[src/pwo_defines.svh]
//--------------------------------------------------------------------------
// modulus, widths, polynomial length and pipeline latencies for the
// pointwise-operation engine
//--------------------------------------------------------------------------
`ifndef PWO_DEFINES_SVH
`define PWO_DEFINES_SVH

// prime modulus of the coefficient ring
`define PWO_Q 23'd8380417

// one coefficient fits in 23 bits
`define PWO_COEF_W 23

// 256 memory words
`define PWO_ADDR_W 8

// coefficients per polynomial
`define PWO_N 64

// operand register, product, reduction, accumulate
`define PWO_ARITH_LAT 4

// memory read plus arithmetic pipeline
`define PWO_WR_LAT 5

`endif
[src/pwo_pkg.sv]
//--------------------------------------------------------------------------
// operation mode, coefficient and address types
//--------------------------------------------------------------------------
`include "pwo_defines.svh"

package pwo_pkg;

  // pointwise multiply, add and subtract
  typedef enum logic [1:0] {
    pwm = 2'd0,
    pwa = 2'd1,
    pws = 2'd2
  } mode_t;

  // one coefficient modulo q
  typedef logic [`PWO_COEF_W-1:0] coef_t;

  // word address in the coefficient memory
  typedef logic [`PWO_ADDR_W-1:0] addr_t;

endpackage

[src/pwo_arith.sv]
//--------------------------------------------------------------------------
// four-stage modular multiply, add, subtract and accumulate pipeline
//--------------------------------------------------------------------------
`timescale 1ns/1ps
`include "pwo_defines.svh"

module pwo_arith import pwo_pkg::*; (
  input  logic  pi_clk,
  input  logic  pi_reset_n,
  input  logic  zeroize,
  input  mode_t mode,
  input  logic  accumulate,
  input  logic  rd_en,
  input  logic  issue_b_sel,
  input  coef_t sampler_data,
  input  coef_t rd_data_a,
  input  coef_t rd_data_b,
  input  coef_t rd_data_c,
  output coef_t result,
  output logic  result_valid
);

  localparam int PW = 2 * `PWO_COEF_W;
  localparam int SW = `PWO_COEF_W + 1;

  logic          v0, v1, v2, v3;
  logic          bsel0;
  coef_t         samp0;
  coef_t         a1, b1, c1;
  coef_t         c2, c3;
  coef_t         r3;
  logic [PW-1:0] wide2;
  logic          acc_en;
  logic [SW-1:0] acc_sum;

  // valid line from the issue cycle to the result
  always_ff @(posedge pi_clk or negedge pi_reset_n) begin
    if (!pi_reset_n) begin
      {v0, v1, v2, v3, result_valid} <= '0;
    end else if (zeroize) begin
      {v0, v1, v2, v3, result_valid} <= '0;
    end else begin
      {v0, v1, v2, v3, result_valid} <= {rd_en, v0, v1, v2, v3};
    end
  end

  // sampler word is held while the memory read is in flight
  always_ff @(posedge pi_clk) begin
    bsel0 <= issue_b_sel;
    if (rd_en) begin
      samp0 <= sampler_data;
    end
  end

  assign acc_en = accumulate && (mode == pwm);

  // operand regs, product or sum, mod q, accumulate
  always_ff @(posedge pi_clk) begin
    a1 <= rd_data_a;
    b1 <= bsel0 ? samp0 : rd_data_b;
    c1 <= rd_data_c;
    c2 <= c1;
    case (mode)
      pwm:     wide2 <= PW'(a1) * PW'(b1);
      pwa:     wide2 <= PW'(a1) + PW'(b1);
      // q added first keeps the difference positive
      default: wide2 <= PW'(a1) + PW'(`PWO_Q) - PW'(b1);
    endcase
    r3 <= coef_t'(wide2 % PW'(`PWO_Q));
    c3 <= c2;
    if (acc_sum >= SW'(`PWO_Q)) begin
      result <= coef_t'(acc_sum - SW'(`PWO_Q));
    end else begin
      result <= coef_t'(acc_sum);
    end
  end

  assign acc_sum = SW'(r3) + (acc_en ? SW'(c3) : SW'(0));
endmodule

[config.mk]
export PLATFORM = sky130hd
export DESIGN_NAME = pwo_arith
export DESIGN_NICKNAME = d
export VERILOG_FILES = /design/src/pwo_pkg.sv /design/src/pwo_arith.sv
export VERILOG_INCLUDE_DIRS = /design/src
export SDC_FILE = /design/constraint.sdc
export NUM_CORES = 2
export LEC_CHECK = 0
export ABC_AREA = 1
export BUFFER_PORTS_ARGS = -buffer_cell sky130_fd_sc_hd__buf_2
export CORE_UTILIZATION = 35
export CTS_CLUSTER_SIZE = 8
export DETAILED_ROUTE_END_ITERATION = 7
export PLACE_DENSITY_LB_ADDON = 0.2
export RECOVER_POWER = 25
export SLEW_MARGIN = 0
export SYNTH_ARGS = -nofsm -noshare
export SYNTH_HDL_FRONTEND = slang
export SYNTH_SLANG_ARGS = --single-unit
[constraint.sdc]
create_clock -name pi_clk -period 25.9 [get_ports pi_clk]
set_clock_uncertainty 0.15 [all_clocks]
set_input_delay 2.59 -clock pi_clk [delete_from_list [all_inputs] [get_ports pi_clk]]
set_output_delay 2.59 -clock pi_clk [all_outputs]
set_load 0.01 [all_outputs]
# After elaboration in Yosys (flattened, before gate mapping)
# Index checks and enable logic that the tools add are counted.
totals:
  out_inout_bits: 24
  regBits: 236
  wordCells: 35
classes:
  mux: 9
  multipliers: 1
  magnitude_cmp: 1
  reduce_logical: 2
  div: 1
  add_sub_neg: 5
  eq_ne: 1
op_table:
  columns: ["op", "count"]
  rows:
  - ["46-bit one-hot mux with 2 select lines", 1]
  - ["23-bit 2-to-1 mux", 3]
  - ["23-bit by 23-bit adder with 24-bit output", 2]
  - ["46-bit by 23-bit modulo with 46-bit output, second input constant", 1]
  - ["23-bit by 23-bit multiplier with 46-bit output", 1]
  - ["24-bit by 23-bit subtractor with 25-bit output", 1]
  - ["23-bit by 23-bit adder with 24-bit output, second input constant", 1]
  - ["24-bit by 23-bit >= comparator with 1-bit output, second input constant", 1]
  - ["23-bit subtractor, second input constant", 1]
  - ["1-bit 2-to-1 mux", 5]
  - ["2-bit by 1-bit equality test with 1-bit output, second input constant", 1]
  - ["2-bit logical NOT", 1]
  - ["1-bit logical AND", 1]

# Depth between registers and ports, before layout
logic_depth:
  word_depth: 6
  mapped_depth: 226
  mapped_depth_nobuf: 211

# Worst setup path after synthesis
# No wires, ideal clock.
synth_timing:
  kind: "register to register"
  startpoint: "register wide2[24]"
  endpoint: "register r3[11]"
  n_path_buf: 28
  setup_slack_ps: 3595
  setup_ps: 58
  period_less_slack_ps: 22305
  t_arrival_ps: 22097
  required_ps: 25692
  stages_incl_launch_ff: 204
  cell_sequence: "dfxtp_1 -> nor2_4 -> nand2_2 -> nor2_4 -> nand2_4 -> nand3_4 -> buf_12 -> buf_8 -> nand2_2 -> inv_1 -> nand2_1 -> nor2_1 -> nand2_1 -> nor2_4 -> nand3_2 -> nand2_2 -> buf_6 -> buf_12 -> [168 not listed] -> nand2_1 -> nand2_1 -> nand3_2 -> buf_12 -> buf_12 -> xor2_2 -> ha_1 -> inv_1 -> nor2_1 -> nand2_1 -> nor2_1 -> nand3_1 -> nor2_2 -> nor2_4 -> nand2_2 -> buf_12 -> nand2_2 -> nand2_2"
synth_via:
  elab_chain_cells: 1
synth_rtl:
  columns: ["item", "line_no", "source"]
  rows:
  - ["start: declaration", "pwo_arith.sv:32", "logic [PW-1:0] wide2;"]
  - ["start signal: assignment", "pwo_arith.sv:64", "pwm: wide2 <= PW'(a1) * PW'(b1);"]
  - ["start signal: assignment", "pwo_arith.sv:65", "pwa: wide2 <= PW'(a1) + PW'(b1);"]
  - ["start signal: assignment", "pwo_arith.sv:67", "default: wide2 <= PW'(a1) + PW'(`PWO_Q) - PW'(b1);"]
  - ["46-bit by 23-bit modulo with 46-bit output", "pwo_arith.sv:69", "r3 <= coef_t'(wide2 % PW'(`PWO_Q));"]
  - ["end signal: assignment", "pwo_arith.sv:69", null]
  - ["end: declaration", "pwo_arith.sv:31", "coef_t r3;"]
# Every way passes these cells.
# A chain may end at the register's enable or synchronous reset.

# Worst setup path in the final report
layout_timing:
  startpoint: "register wide2[28]"
  endpoint: "register r3[12]"
# Same word-level chain as after synthesis.

==> results_dict.tcl <==
set metrics [dict create \
    status "completed" \
    ff_latch_area_mm2 0.004997 \
    clock_latency_ns 0.60 \
    clkTransAtPathRegs_ns 0.06 \
    cp_top_family "simple AND/OR/NAND/NOR gates" \
    async_reset_ff_share_pct 2.119 \
    dr.pass1.iters 5 \
    yosys_warnings 0 \
    detailed_place_hpwl_um 128100 \
    synth.distinct_cells 77 \
    finalWirelength_um 162700 \
    worstPathArrival_ns 24.40 \
    globalRouteMet1Util_pct 30.82 \
    max_flop_register "wide2" \
    endpoint_kind "flip-flop" \
    cts.sinks 236 \
    netlist_instances 7934 \
    final_nets 8991 \
    grt.busiest_layer "met2" \
    place.gp.congestion 0.9009 \
    gr-usage-met3_pct 1.785 \
    synth.cell_area_mm2 0.05289 \
    area_growth_pct 11.00 \
    startpoint_type "flip-flop" \
    design.die.area_mm2 0.1527 \
    vias_per_cell 4.773 \
    fill_cells 16190 \
    antenna_left 0 \
    drc 0 \
    drive_above_1_share_pct 22.45 \
    tightest_slew_ns 0.9008 \
    worst_slack_ns 1.838 \
    dp_cells 10040 \
    dp_slack_ns -1.030 \
    relSlewSlack_pct 39.31 \
    fin_area_mm2 0.05871 \
    cts_tree "yes" \
    grt_util_all_layers_pct 20.97 \
    core-area_mm2 0.1500 \
    cts-root-buf "clkbuf_16" \
    ys_seq_area_share_pct 9.416 \
    ctsLongestPathBuffers 3 \
    drtIter0Drc 3104 \
    crit_fanout 17 \
    ys.flop_type "dfxtp_1" \
    vias 48800 \
    grt_pass1_wl_um 257700 \
    grt-ovfl-total 0 \
    synth_area_per_cell_um2 6.666 \
    synth_edf_count 23 \
    fin_setup_tns_ns 0 \
    largest_register_ffs 46 \
    h-tree-depth 2 \
    cpMostUsedCell "nor2_4" \
    io_buffers 123 \
    finalHoldViolCount 0 \
    crit_buf_inv 30 \
    post-route-period-util_pct 92.90 \
    synth_nets 8744 \
    ios 124 \
    wl_per_cell_um 15.91 \
    critPathKind "flip-flop to flip-flop" \
    cp_slowest_stage_delay_ns 0.45 \
    slew_violations 0 \
    die-height_um 390.7 \
    placed_area_mm2 0.05555 \
    first_global_vias 47000 \
    period_minus_slack_ns 24.06 \
    use_met2_pct 33.20 \
    hold_path.class "flip-flop to flip-flop" \
    max_freq_mhz 41.56 \
    dieWidth_um 390.7 \
    initial_core_util_pct 35.27 \
    cts_made_buffers 39 \
    multi_input_area_mm2 0.04115 \
    worstPathRequired_ns 26.23 \
    finalNonFillerCells 10220 \
    setup_viol 0 \
    antenna_found_initial 26 \
    slowest_stage "dfxtp_1" \
    row_count 142 \
    ys_seq_elements 236 \
    maxCapViolations 0 \
    grt_max_degree 31 \
]
-- final timing paths --
kind	to	slack (ns)	cells after the start	startpoint
worst max-delay path	r3[12]	1.84	189	wide2[28]
worst min-delay path	c3[17]	0.17	0	c2[17]
worst max register to register	r3[12]	1.84	189	wide2[28]
worst min register to register	c3[17]	0.17	0	c2[17]
max in group asynchronous	v0	23.69	1	pi_reset_n
min in group asynchronous	v1	1.69	1	pi_reset_n
-- cell families after synthesis --
| family | Yosys count | synth area share, % |
|---|---|---|
| adders and majority gates | 710 | 23.06 |
| xor gates and xnor gates | 220 | 3.672 |
| AOI/OAI and AO/OA | 422 | 4.582 |
| and+or+nand+nor | 4558 | 44.06 |
| muxes | 23 | 0.4897 |
| buffers and inverters | 1765 | 14.72 |
| DFF | 236 | 9.416 |
-- per-layer routing --
layer,part of all wire [%],vias to the layer above,wire [um]
met5,0.035,-,57
met4,1.6,10,2671
met3,5.3,141,8606
met2,44,1171,72340
met1,49,22870,78990
li1,-,24610,-
-- placed cells by master (no fill, tap or decap), types with 12 or more instances in the layout --
| master | n |
|---|---|
| nand2_1 | 2010 |
| inv_1 | 1412 |
| nand3_1 | 602 |
| nor2_1 | 573 |
| nand2_2 | 556 |
| fa_1 | 441 |
| ha_1 | 268 |
| buf_4 | 248 |
| dfxtp_1 | 194 |
| nand2_4 | 191 |
| xor2_1 | 166 |
| o21ai_0 | 161 |
| nor2_2 | 149 |
| nand3_2 | 130 |
| a21oi_1 | 126 |
| buf_2 | 122 |
| nor2_4 | 96 |
| nand4_1 | 90 |
| inv_2 | 84 |
| nor3_1 | 51 |
| xnor2_1 | 50 |
| clkbuf_16 | 43 |
| clkinv_1 | 33 |
| nand2_8 | 33 |
| o21ai_1 | 30 |
| nand3_4 | 23 |
| mux2_2 | 23 |
| edfxtp_1 | 23 |
| nand3b_1 | 21 |
| o21ai_2 | 20 |
| o211ai_1 | 19 |
| o21bai_1 | 18 |
| clkinv_2 | 14 |
| dfxtp_2 | 14 |
| and2_1 | 13 |
| o221ai_1 | 12 |
-- repair_timing --
action                                  CTS  global route
pin swaps                                 3            65
endpoints found under the setup margin   23            23
cloned                                    3            24
resized for setup                        10           192
buffers inserted                          1            89
hold buffers                              0             0
-- area by class of cell --
type | instances | area share (%)
Antenna cell | 6 | 0.02558
Clock buffer | 53 | 1.858
Clock inverter | 9 | 0.2600
Inverter | 1552 | 10.10
Multi-Input combinational cell | 5958 | 70.09
Sequential cell | 236 | 8.512
Tap cell | 2016 | 4.297
Timing Repair Buffer | 394 | 4.853
-- synthesized netlist by cell type (81+ instances only) --
cell	count	share of area, %
a21oi_1	127	1.2
clkbuf_1	105	0.75
dfxtp_1	208	7.9
fa_1	441	17
ha_1	269	6.4
inv_1	1414	10
inv_2	81	0.57
nand2_1	2030	14
nand2_2	545	6.4
nand2_4	185	3.9
nand3_1	613	5.8
nand3_2	121	2.3
nand4_1	90	1.1
nor2_1	609	4.3
nor2_2	148	1.8
o21ai_0	171	1.6
xor2_1	168	2.8
-- metrics by stage --
step | utilization, % | hold slack, ns
final | 39.15 | 0.1673
after global routing | 39.14 | 0.1726
after CTS | 37.94 | 0.1722
after detailed placement | 37.05 | 0.1621
after global placement | 37.05 | 0.1596
after floorplan | - | 0.1596
Power is not shown: default switching activity piles up to over one toggle a cycle in this logic, so the estimate is an artifact.
