`src/pwo_defines.svh`:
```
//--------------------------------------------------------------------------
// modulus, widths, polynomial length and pipeline latencies for the
// pointwise-operation engine
//--------------------------------------------------------------------------
`ifndef PWO_DEFINES_SVH
`define PWO_DEFINES_SVH

// prime modulus of the coefficient ring
`define PWO_Q 23'd8380417

// one coefficient fits in 23 bits
`define PWO_COEF_W 23

// 256 memory words
`define PWO_ADDR_W 8

// coefficients per polynomial
`define PWO_N 64

// operand register, product, reduction, accumulate
`define PWO_ARITH_LAT 4

// memory read plus arithmetic pipeline
`define PWO_WR_LAT 5

`endif
```
`src/pwo_pkg.sv`:
```
//--------------------------------------------------------------------------
// operation mode, coefficient and address types
//--------------------------------------------------------------------------
`include "pwo_defines.svh"

package pwo_pkg;

  // pointwise multiply, add and subtract
  typedef enum logic [1:0] {
    pwm = 2'd0,
    pwa = 2'd1,
    pws = 2'd2
  } mode_t;

  // one coefficient modulo q
  typedef logic [`PWO_COEF_W-1:0] coef_t;

  // word address in the coefficient memory
  typedef logic [`PWO_ADDR_W-1:0] addr_t;

endpackage

```
`src/pwo_ctrl.sv`:
```
//--------------------------------------------------------------------------
// operation FSM, issue and write indices, memory address generation,
// busy and done
//--------------------------------------------------------------------------
`timescale 1ns/1ps
`include "pwo_defines.svh"

module pwo_ctrl import pwo_pkg::*; (
  input  logic  pi_clk,
  input  logic  pi_reset_n,
  input  logic  zeroize,
  input  logic  enable,
  input  mode_t mode,
  input  addr_t base_a,
  input  addr_t base_b,
  input  addr_t base_c,
  input  logic  sampler_valid,
  output logic  rd_en,
  output addr_t rd_addr_a,
  output addr_t rd_addr_b,
  output addr_t rd_addr_c,
  output addr_t wr_addr,
  output logic  issue_b_sel,
  output logic  busy,
  output logic  done
);

  localparam int IDX_W = $clog2(`PWO_N);
  localparam int LAT = `PWO_WR_LAT;

  typedef enum logic {
    st_idle,
    st_exec
  } state_t;

  state_t                    state;
  logic [IDX_W:0]            iss_cnt;
  logic                      issue_open;
  logic                      last_wr;
  logic [LAT-1:0]            line_v;
  logic [LAT-1:0][IDX_W-1:0] line_idx;
  addr_t                     base_a_q;
  addr_t                     base_b_q;
  addr_t                     base_c_q;
  addr_t                     iss_off;
  addr_t                     wr_off;

  //------------------------------------------------------------------------
  // issue side
  //------------------------------------------------------------------------

  // still indices left to read in this operation
  assign issue_open = (state == st_exec) && (iss_cnt < (IDX_W+1)'(`PWO_N));

  // pwm stalls on the sampler, add and subtract read every cycle
  assign rd_en = issue_open && ((mode != pwm) || sampler_valid);

  assign issue_b_sel = (mode == pwm);

  assign iss_off   = addr_t'(iss_cnt[IDX_W-1:0]);
  assign rd_addr_a = base_a_q + iss_off;
  assign rd_addr_b = base_b_q + iss_off;
  assign rd_addr_c = base_c_q + iss_off;

  // bases are captured when the operation starts
  always_ff @(posedge pi_clk) begin
    if ((state == st_idle) && enable) begin
      base_a_q <= base_a;
      base_b_q <= base_b;
      base_c_q <= base_c;
    end
  end

  //------------------------------------------------------------------------
  // write side
  //------------------------------------------------------------------------

  // issued index travels alongside the data to the write stage
  always_ff @(posedge pi_clk or negedge pi_reset_n) begin
    if (!pi_reset_n) begin
      line_v <= '0;
    end else if (zeroize) begin
      line_v <= '0;
    end else begin
      line_v <= {line_v[LAT-2:0], rd_en};
    end
  end

  always_ff @(posedge pi_clk) begin
    line_idx <= {line_idx[LAT-2:0], iss_cnt[IDX_W-1:0]};
  end

  assign wr_off  = addr_t'(line_idx[LAT-1]);
  assign wr_addr = base_c_q + wr_off;
  assign last_wr = line_v[LAT-1] && (line_idx[LAT-1] == IDX_W'(`PWO_N - 1));

  //------------------------------------------------------------------------
  // operation FSM
  //------------------------------------------------------------------------
  always_ff @(posedge pi_clk or negedge pi_reset_n) begin
    if (!pi_reset_n) begin
      state   <= st_idle;
      iss_cnt <= '0;
      done    <= 1'b0;
    end else if (zeroize) begin
      state   <= st_idle;
      iss_cnt <= '0;
      done    <= 1'b0;
    end else begin
      done <= 1'b0;
      case (state)
        st_idle: begin
          if (enable) begin
            state   <= st_exec;
            iss_cnt <= '0;
          end
        end
        st_exec: begin
          if (rd_en) begin
            iss_cnt <= iss_cnt + 1'b1;
          end
          // done follows the final write by one cycle
          if (last_wr) begin
            state <= st_idle;
            done  <= 1'b1;
          end
        end
        default: state <= st_idle;
      endcase
    end
  end

  assign busy = (state == st_exec);
endmodule

```
`config.mk`:
```
export PLATFORM = sky130hd
export DESIGN_NAME = pwo_ctrl
export DESIGN_NICKNAME = d
export VERILOG_FILES = /design/src/pwo_pkg.sv /design/src/pwo_ctrl.sv
export VERILOG_INCLUDE_DIRS = /design/src
export SDC_FILE = /design/constraint.sdc
export NUM_CORES = 1
export LEC_CHECK = 0
export ABC_AREA = 1
export BUFFER_PORTS_ARGS = -buffer_cell sky130_fd_sc_hd__buf_2
export CORE_MARGIN = 2
export CORE_UTILIZATION = 54
export CTS_CLUSTER_SIZE = 8
export DETAILED_ROUTE_END_ITERATION = 6
export PLACE_DENSITY_LB_ADDON = 0.1
export SKIP_LAST_GASP = 1
export SYNTH_ARGS = -nofsm -noshare
export SYNTH_HDL_FRONTEND = slang
export SYNTH_SLANG_ARGS = --single-unit
```
`constraint.sdc`:
```
create_clock -name pi_clk -period 1.9 [get_ports pi_clk]
set_clock_uncertainty 0.1 [all_clocks]
set_input_delay 0 -clock pi_clk [delete_from_list [all_inputs] [get_ports pi_clk]]
set_output_delay 0 -clock pi_clk [all_outputs]
set_load 0.05 [all_outputs]
```
### After elaboration in Yosys (flattened, before gate mapping)

Index checks and enable logic that the tools add are counted.

* word-level logic and storage cells: 42
* output and inout port bits: 36
* input port bits: 31
* register bits after elaboration: 68

* $lt $le $gt $ge: 1
* bitwise operators: 1
* mux-type cells: 12
* eq/ne operators: 3
* reduce and logical (&&, ||, !) cells: 8
* add/subtract/negate cells: 5

Operators by type and width (count)
* 8-bit by 6-bit adder with 8-bit output: 4
* 7-bit 2-to-1 mux: 3
* 7-bit case mux with 2 select lines: 1
* 7-bit by 1-bit adder with 7-bit output, second input constant: 1
* 7-bit less-than comparator, second input constant: 1
* 6-bit == test, second input constant: 1
* 1-bit 2-to-1 mux: 6
* 3-bit != test, second input constant: 2
* 5-bit 2-to-1 mux: 1
* 1-bit logical AND: 4
* 2-bit zero test: 1
* 1-bit case mux with 2 select lines: 1
* 2-bit AND reduction: 1
* 2-bit nonzero test: 1
* 1-bit logical OR: 1
* 1-bit inverter: 1

### Logic depth before layout (Yosys ltp)

Gate-level depths: netlist of run 1.

* depth in word-level cells: 6
* depth in mapped cells: 8

### Worst setup path after synthesis of run 1

OpenSTA, ideal clock, no wires.

* path kind: register to output
* start: register iss_cnt[1]
* end: output port rd_addr_a[4]
* cell stages (with the launch flop): 5
* arrival time: 1.984 ns
* required time: 1.800 ns
* path slack: -0.184 ns
* path through: dfrtp_1 > inv_1 > fa_1 > o21ai_2 > xor2_1

* cells in the longest elaborated chain, start to end: 1

RTL lines
* start, declared: line pwo_ctrl.sv:37 `logic [IDX_W:0] iss_cnt;`
* start signal, assigned: line pwo_ctrl.sv:120 `iss_cnt <= iss_cnt + 1'b1;`
* 8-bit by 6-bit adder with 8-bit output: line pwo_ctrl.sv:61 `assign rd_addr_a = base_a_q + iss_off;`
* end, declared: line pwo_ctrl.sv:19 `output addr_t rd_addr_a,`

Every way passes these cells.

### Worst setup path in the final report of run 1

* start: register iss_cnt[3]
* end: output port rd_addr_a[4]

The elaborated chain is that of the path after synthesis.

==> flow_summary.json, run 1 <==
{
  "crit_path_start_kind": "register",
  "syn_nets": 390,
  "final_common_cell": "nand2_1",
  "hp-start": "enable",
  "cp_max_fo": 5,
  "reg2reg_slack_ps": 340,
  "period_minus_slack_ps": 2210,
  "drcViolationCount": 0,
  "ys_types": 27,
  "wirelength_mm": 9.13,
  "final_cell_mix": "78 x nand2_1, 43 x inv_1, 38 x buf_2, 33 x buf_4, 30 x dfxtp_1",
  "io_buffers": 66,
  "p_int_w": 0.00244,
  "status": "complete, but fails checks",
  "rsz0062_at_grt": "true",
  "grt_pass1_vias": 2726,
  "cts-root-buf": "clkbuf_8",
  "top_usage_layer": "met2",
  "period_share_pct": 116,
  "drtIter0Drc": 133,
  "slew_headroom_pct": 59.0,
  "violations": "negative setup slack",
  "nNetsFinal": 526,
  "pwr-share-seq_pct": 45.5,
  "critPathRequiredTime_ps": 1800,
  "hold_end": "base_c_q[6]",
  "ir_drop_mv": 0.592,
  "r2r_start": "iss_cnt[2]",
  "synth.avg_cell_area_sq_um": 9.59,
  "clkLatencyLatePin_ps": 340,
  "synth.ff_latch_count": 68,
  "grt_pass1_wl_mm": 12.2,
  "dieArea_sq_mm": 0.00649,
  "slew_viol_final": 0,
  "setup_ws_ps": -307,
  "wl_per_cell_microns": 16.8,
  "cts_tree": "built",
  "die_h_microns": 80.6,
  "timing.rr.end": "iss_cnt[3]",
  "grt_usage_pct": 25.5,
  "worst_hold_path_type": "input pin to register",
  "tightest_slew_ps": 613,
  "ant_nets": 0,
  "drive_gt1_share_pct": 40.8,
  "hpwl_mm": 4.66,
  "grt_max_degree": 17,
  "leakage_nw": 2.30,
  "worstPathArrival_ps": 2110,
  "hold_depth": 3,
  "io_pins": 67,
  "synth_ff_type": "dfxtp_1",
  "maxCapViolations": 0,
  "grt_overflow_total": 0,
  "htree_levels": 3,
  "clock_sinks": 68,
  "seq_area_frac_synth_pct": 52.8,
  "fmax_ghz": 0.453,
  "area_growth_pct": 55.0,
  "report.final.hold_viol_count": 0,
  "setup_tns_ps": -2570,
  "cp-end-kind": "primary output",
  "dr.pass1.iters": 4,
  "p_sw_w": 0.00116,
  "die_w_microns": 80.6,
  "initial_core_util_pct": 56.8,
  "switching_share_pct": 32.4,
  "route.vias.total": 2827,
  "grt_antenna_before_repair": 0,
  "crit_type": "register to primary output",
  "use_met3_pct": 5.84,
  "clk_pin_slew_worst_paths_ps": 90,
  "gp_congestion": 0.814,
  "nFillCells": 254,
  "reg2reg_depth": 6,
  "combPwrFrac_pct": 24.7,
  "syn_area_sq_mm": 0.00317,
  "cts_buffers": 9,
  "cts_buffer_depth": 2,
  "synth_edf_count": 24,
  "hold_slack_ps": 14.3,
  "netlist_instances": 330,
  "core_area_sq_mm": 0.00557,
  "met1_usage_pct": 27.0,
  "synth_warnings": 0,
  "clockPowerShare_pct": 29.9,
  "viasPerCell": 5.20,
  "finalSetupViolations": 20,
  "synthArstFlopShare_pct": 20.6,
  "met2_usage_pct": 48.5,
  "p_per_area_mw_per_mm2": 734,
  "num_rows": 27
}
synth_stat cells, types with 4 or more instances:
library cell	count	share of area, %
nand3_1	24	3.8
dfrtp_1	14	11
dfxtp_1	30	19
ha_1	25	9.9
nand2_1	88	10
a22oi_1	4	0.95
inv_1	48	5.7
nor2_1	15	1.8
a21oi_1	14	2.2
xor2_1	9	2.5
fa_1	4	2.5
edfxtp_1	24	23
flip-flops by register name, summed over array words and instances (netlist names):
signal / count
line_idx: 30
base_a_q: 8
done: 1
line_v: 5
busy: 1
iss_cnt: 7
base_c_q: 8
base_b_q: 8
worst max path at each step:
stage / start / to / slack, ps
floorplan: iss_cnt[2] / rd_addr_a[3] / -10
global placement: iss_cnt[0] / rd_addr_c[6] / 70
detailed placement: iss_cnt[0] / rd_addr_c[6] / 20
CTS: iss_cnt[0] / rd_addr_c[6] / -180
global route: iss_cnt[0] / rd_addr_a[6] / -340
finish: iss_cnt[3] / rd_addr_a[4] / -310
per-stage QoR:
step	std cells	setup WS [ps]	utilization, %	power (W)	instance area (sq um)
2_1_floorplan	330	-12.0	-	0.00214	3220
3_3_place_gp	478	71.9	66.9	0.00230	3730
3_5_place_dp	478	16.2	66.9	0.00231	3730
5_1_grt	543	-337	88.0	0.00372	4900
4_1_cts	528	-180	82.3	0.00347	4590
6_report	544	-307	88.0	0.00360	4910
what timing repair did:
action | 4_1_cts | 5_1_grt
gates resized for setup | 75 | 55
setup endpoints to repair | 27 | 28
setup buffers | 5 | 16
endpoints found under the hold margin | 47 | 0
pin swaps | 18 | 28
hold buffers | 29 | 0
kinds of logic (layout without fill, tap and decap cells):
kind of cell,after synthesis,after routing,synth area share (%)
flip-flops,68,68,52.8
adder cells (fa/ha/maj),29,29,12.4
AND/OR/NAND/NOR,142,142,19.8
AO/OA/AOI/OAI,28,28,5.42
buffers and inverters,51,192,6.28
XOR/XNOR,12,12,3.32
other,0,1,0
layer usage:
layer	vias up	wire [microns]
li1	1340	-
met1	1351	3390
met2	105	5070
met3	31	403
met5	-	0
met4	0	265
power by group through the flow:
stage               logic [W]  clock network (W)  registers (W)
global route         0.000939            0.00114        0.00164
finish               0.000888            0.00107        0.00164
global placement     0.000656                  0        0.00164
detailed placement   0.000664                  0        0.00165
CTS                  0.000791            0.00106        0.00163
floorplan            0.000490                  0        0.00165
critical path, cell delays in order (launching register included):
cell and delay [ps]:
dfrtp_2 500, ha_4 300, a21oi_1 320, o21ai_4 130
buf_4 170, xor2_2 170, buf_6 180
layout make-up:
cell class / instances / area, sq um / area share [%]
multi-input cells: 211 / 1740 / 35.5
flip-flops and latches: 68 / 1680 / 34.2
repair buffers: 126 / 1030 / 21.0
inverters: 50 / 188 / 3.83
clock buffers: 11 / 141 / 2.88
well taps: 72 / 90.1 / 1.84
clock inverters: 5 / 36.3 / 0.740
diodes: 1 / 2.50 / 0.0510
Power figures use the tool's default switching activity.
==> run 2, diff against run 1 <==
- HOLD_SLACK_MARGIN: not set -> 0.08
==> flow_summary.json, run 2 (synthesized netlist as in run 1, its figures left out) <==
{
  "clk_pin_slew_worst_paths_ps": 70,
  "slew_viol_final": 0,
  "worstPathArrival_ps": 2010,
  "cp-end-kind": "primary output",
  "cts_buffer_depth": 2,
  "use_met3_pct": 6.07,
  "regMostFlops": "line_idx",
  "final_cell_mix": "74 x nand2_1, 44 x inv_1, 37 x buf_2, 35 x buf_4",
  "drcViolationCount": 0,
  "cp_max_fo": 4,
  "grt_antenna_before_repair": 0,
  "met1_usage_pct": 26.5,
  "largest_reg_flops": 30,
  "drtIter0Drc": 171,
  "worst_hold_path_type": "register to register",
  "cts_buffers": 9,
  "period_share_pct": 111,
  "p_per_area_mw_per_mm2": 722,
  "die_h_microns": 80.6,
  "ir_drop_mv": 0.634,
  "core_area_sq_mm": 0.00557,
  "period_minus_slack_ps": 2110,
  "violations": "negative setup slack",
  "nNetsFinal": 528,
  "hold_depth": 0,
  "setup_tns_ps": -1960,
  "maxCapViolations": 0,
  "top_usage_layer": "met2",
  "timing.rr.end": "iss_cnt[4]",
  "cts_tree": "built",
  "io_buffers": 66,
  "hpwl_mm": 4.66,
  "grt_pass1_wl_mm": 12.1,
  "grt_pass1_vias": 2700,
  "viasPerCell": 5.26,
  "num_rows": 27,
  "dpl-instance-area_sq_mm": 0.00373,
  "final_common_cell": "nand2_1",
  "rsz0062_at_grt": "true",
  "ant_nets": 0,
  "gp_congestion": 0.814,
  "route.vias.total": 2873,
  "finalSetupViolations": 21,
  "setup_ws_ps": -211,
  "report.final.hold_viol_count": 0,
  "area_growth_pct": 58.1,
  "critPathRequiredTime_ps": 1800,
  "dr.pass1.iters": 4,
  "die_w_microns": 80.6,
  "grt_overflow_total": 0,
  "dp_slack_ps": 16.2,
  "reg2reg_depth": 11,
  "leakage_nw": 2.31,
  "crit_type": "register to primary output",
  "fmax_ghz": 0.474,
  "drive_gt1_share_pct": 42.7,
  "status": "complete, but fails checks",
  "htree_levels": 3,
  "wirelength_mm": 9.28,
  "design_area_sq_mm": 0.00500,
  "hold_end": "line_idx[29]",
  "r2r_start": "iss_cnt[1]",
  "reg2reg_slack_ps": 100,
  "grt_usage_pct": 25.4,
  "dieArea_sq_mm": 0.00649,
  "clock_sinks": 68,
  "clkLatencyLatePin_ps": 330,
  "cts-root-buf": "clkbuf_8",
  "io_pins": 67,
  "crit_path_start_kind": "register",
  "nFillCells": 225,
  "slew_headroom_pct": 54.1,
  "grt_max_degree": 17,
  "met2_usage_pct": 48.3,
  "hp-start": "line_idx[23]",
  "wl_per_cell_microns": 17.0,
  "initial_core_util_pct": 56.8,
  "tightest_slew_ps": 685
}
run 2: cell types whose count changed in the layout (fill, tap and decap cells not counted), moves of 2 or more:
cell and change:
buf_4 +2, nand3_1 -3, nand2_1 -4, nand2_2 +4
ha_1 -2, nand3_2 +2, ha_4 +2, buf_6 -3
run 2: worst max-delay path by stage:
stage	depth (start not counted)	slack [ps]	to	start
2_1_floorplan	4	-10	rd_addr_a[3]	iss_cnt[2]
3_5_place_dp	9	20	rd_addr_c[6]	iss_cnt[0]
4_1_cts	9	-180	rd_addr_c[6]	iss_cnt[0]
3_3_place_gp	9	70	rd_addr_c[6]	iss_cnt[0]
6_report	7	-210	rd_addr_b[4]	iss_cnt[0]
5_1_grt	9	-290	rd_addr_b[6]	iss_cnt[0]
run 2: worst max-delay path, cell delays in order, from the launching register on:
cell	delay [ps]
dfrtp_2	460
ha_4	170
inv_2	40
fa_2	380
o21ai_4	170
buf_4	140
xor2_2	130
buf_6	180
run 2: area by class of cell:
| cell class | count | area, sq um | area share [%] |
|---|---|---|---|
| clock inverters | 5 | 36.3 | 0.725 |
| well taps | 72 | 90.1 | 1.80 |
| repair buffers | 128 | 1060 | 21.2 |
| flip-flops and latches | 68 | 1680 | 33.5 |
| diodes | 1 | 2.50 | 0.0500 |
| inverters | 50 | 188 | 3.75 |
| multi-input cells | 211 | 1810 | 36.2 |
| clock buffers | 11 | 141 | 2.83 |
run 2: timing repair:
action / CTS / global route
resized for setup: 75 / 67
setup endpoints to repair: 27 / 29
buffers inserted: 5 / 16
pin swaps: 18 / 30
hold buffers: 30 / 0
hold endpoints to repair: 58 / 0
run 2: layer usage:
| metal | wire (microns) | share of wire, % |
|---|---|---|
| met1 | 3440 | 37 |
| met4 | 330 | 3.6 |
| met5 | 0 | 0 |
| met3 | 426 | 4.6 |
| met2 | 5080 | 55 |
run 2: through the flow:
| step | utilization [%] | total power [W] | hold slack [ps] | instances |
|---|---|---|---|---|
| floorplan | - | 0.00214 | -396 | 330 |
| detailed placement | 66.9 | 0.00231 | -179 | 478 |
| global route | 89.7 | 0.00373 | 231 | 545 |
| CTS | 82.5 | 0.00347 | 219 | 529 |
| finish | 89.8 | 0.00361 | 222 | 546 |
| global placement | 66.9 | 0.00230 | -189 | 478 |
run 2: report_power, final:
part           leakage (nW)  switching [W]  internal (W)
Sequential            0.656      0.0000570       0.00158
Clock                0.0898       0.000555      0.000513
Combinational          1.56       0.000559      0.000348
Total                  2.31        0.00117       0.00244
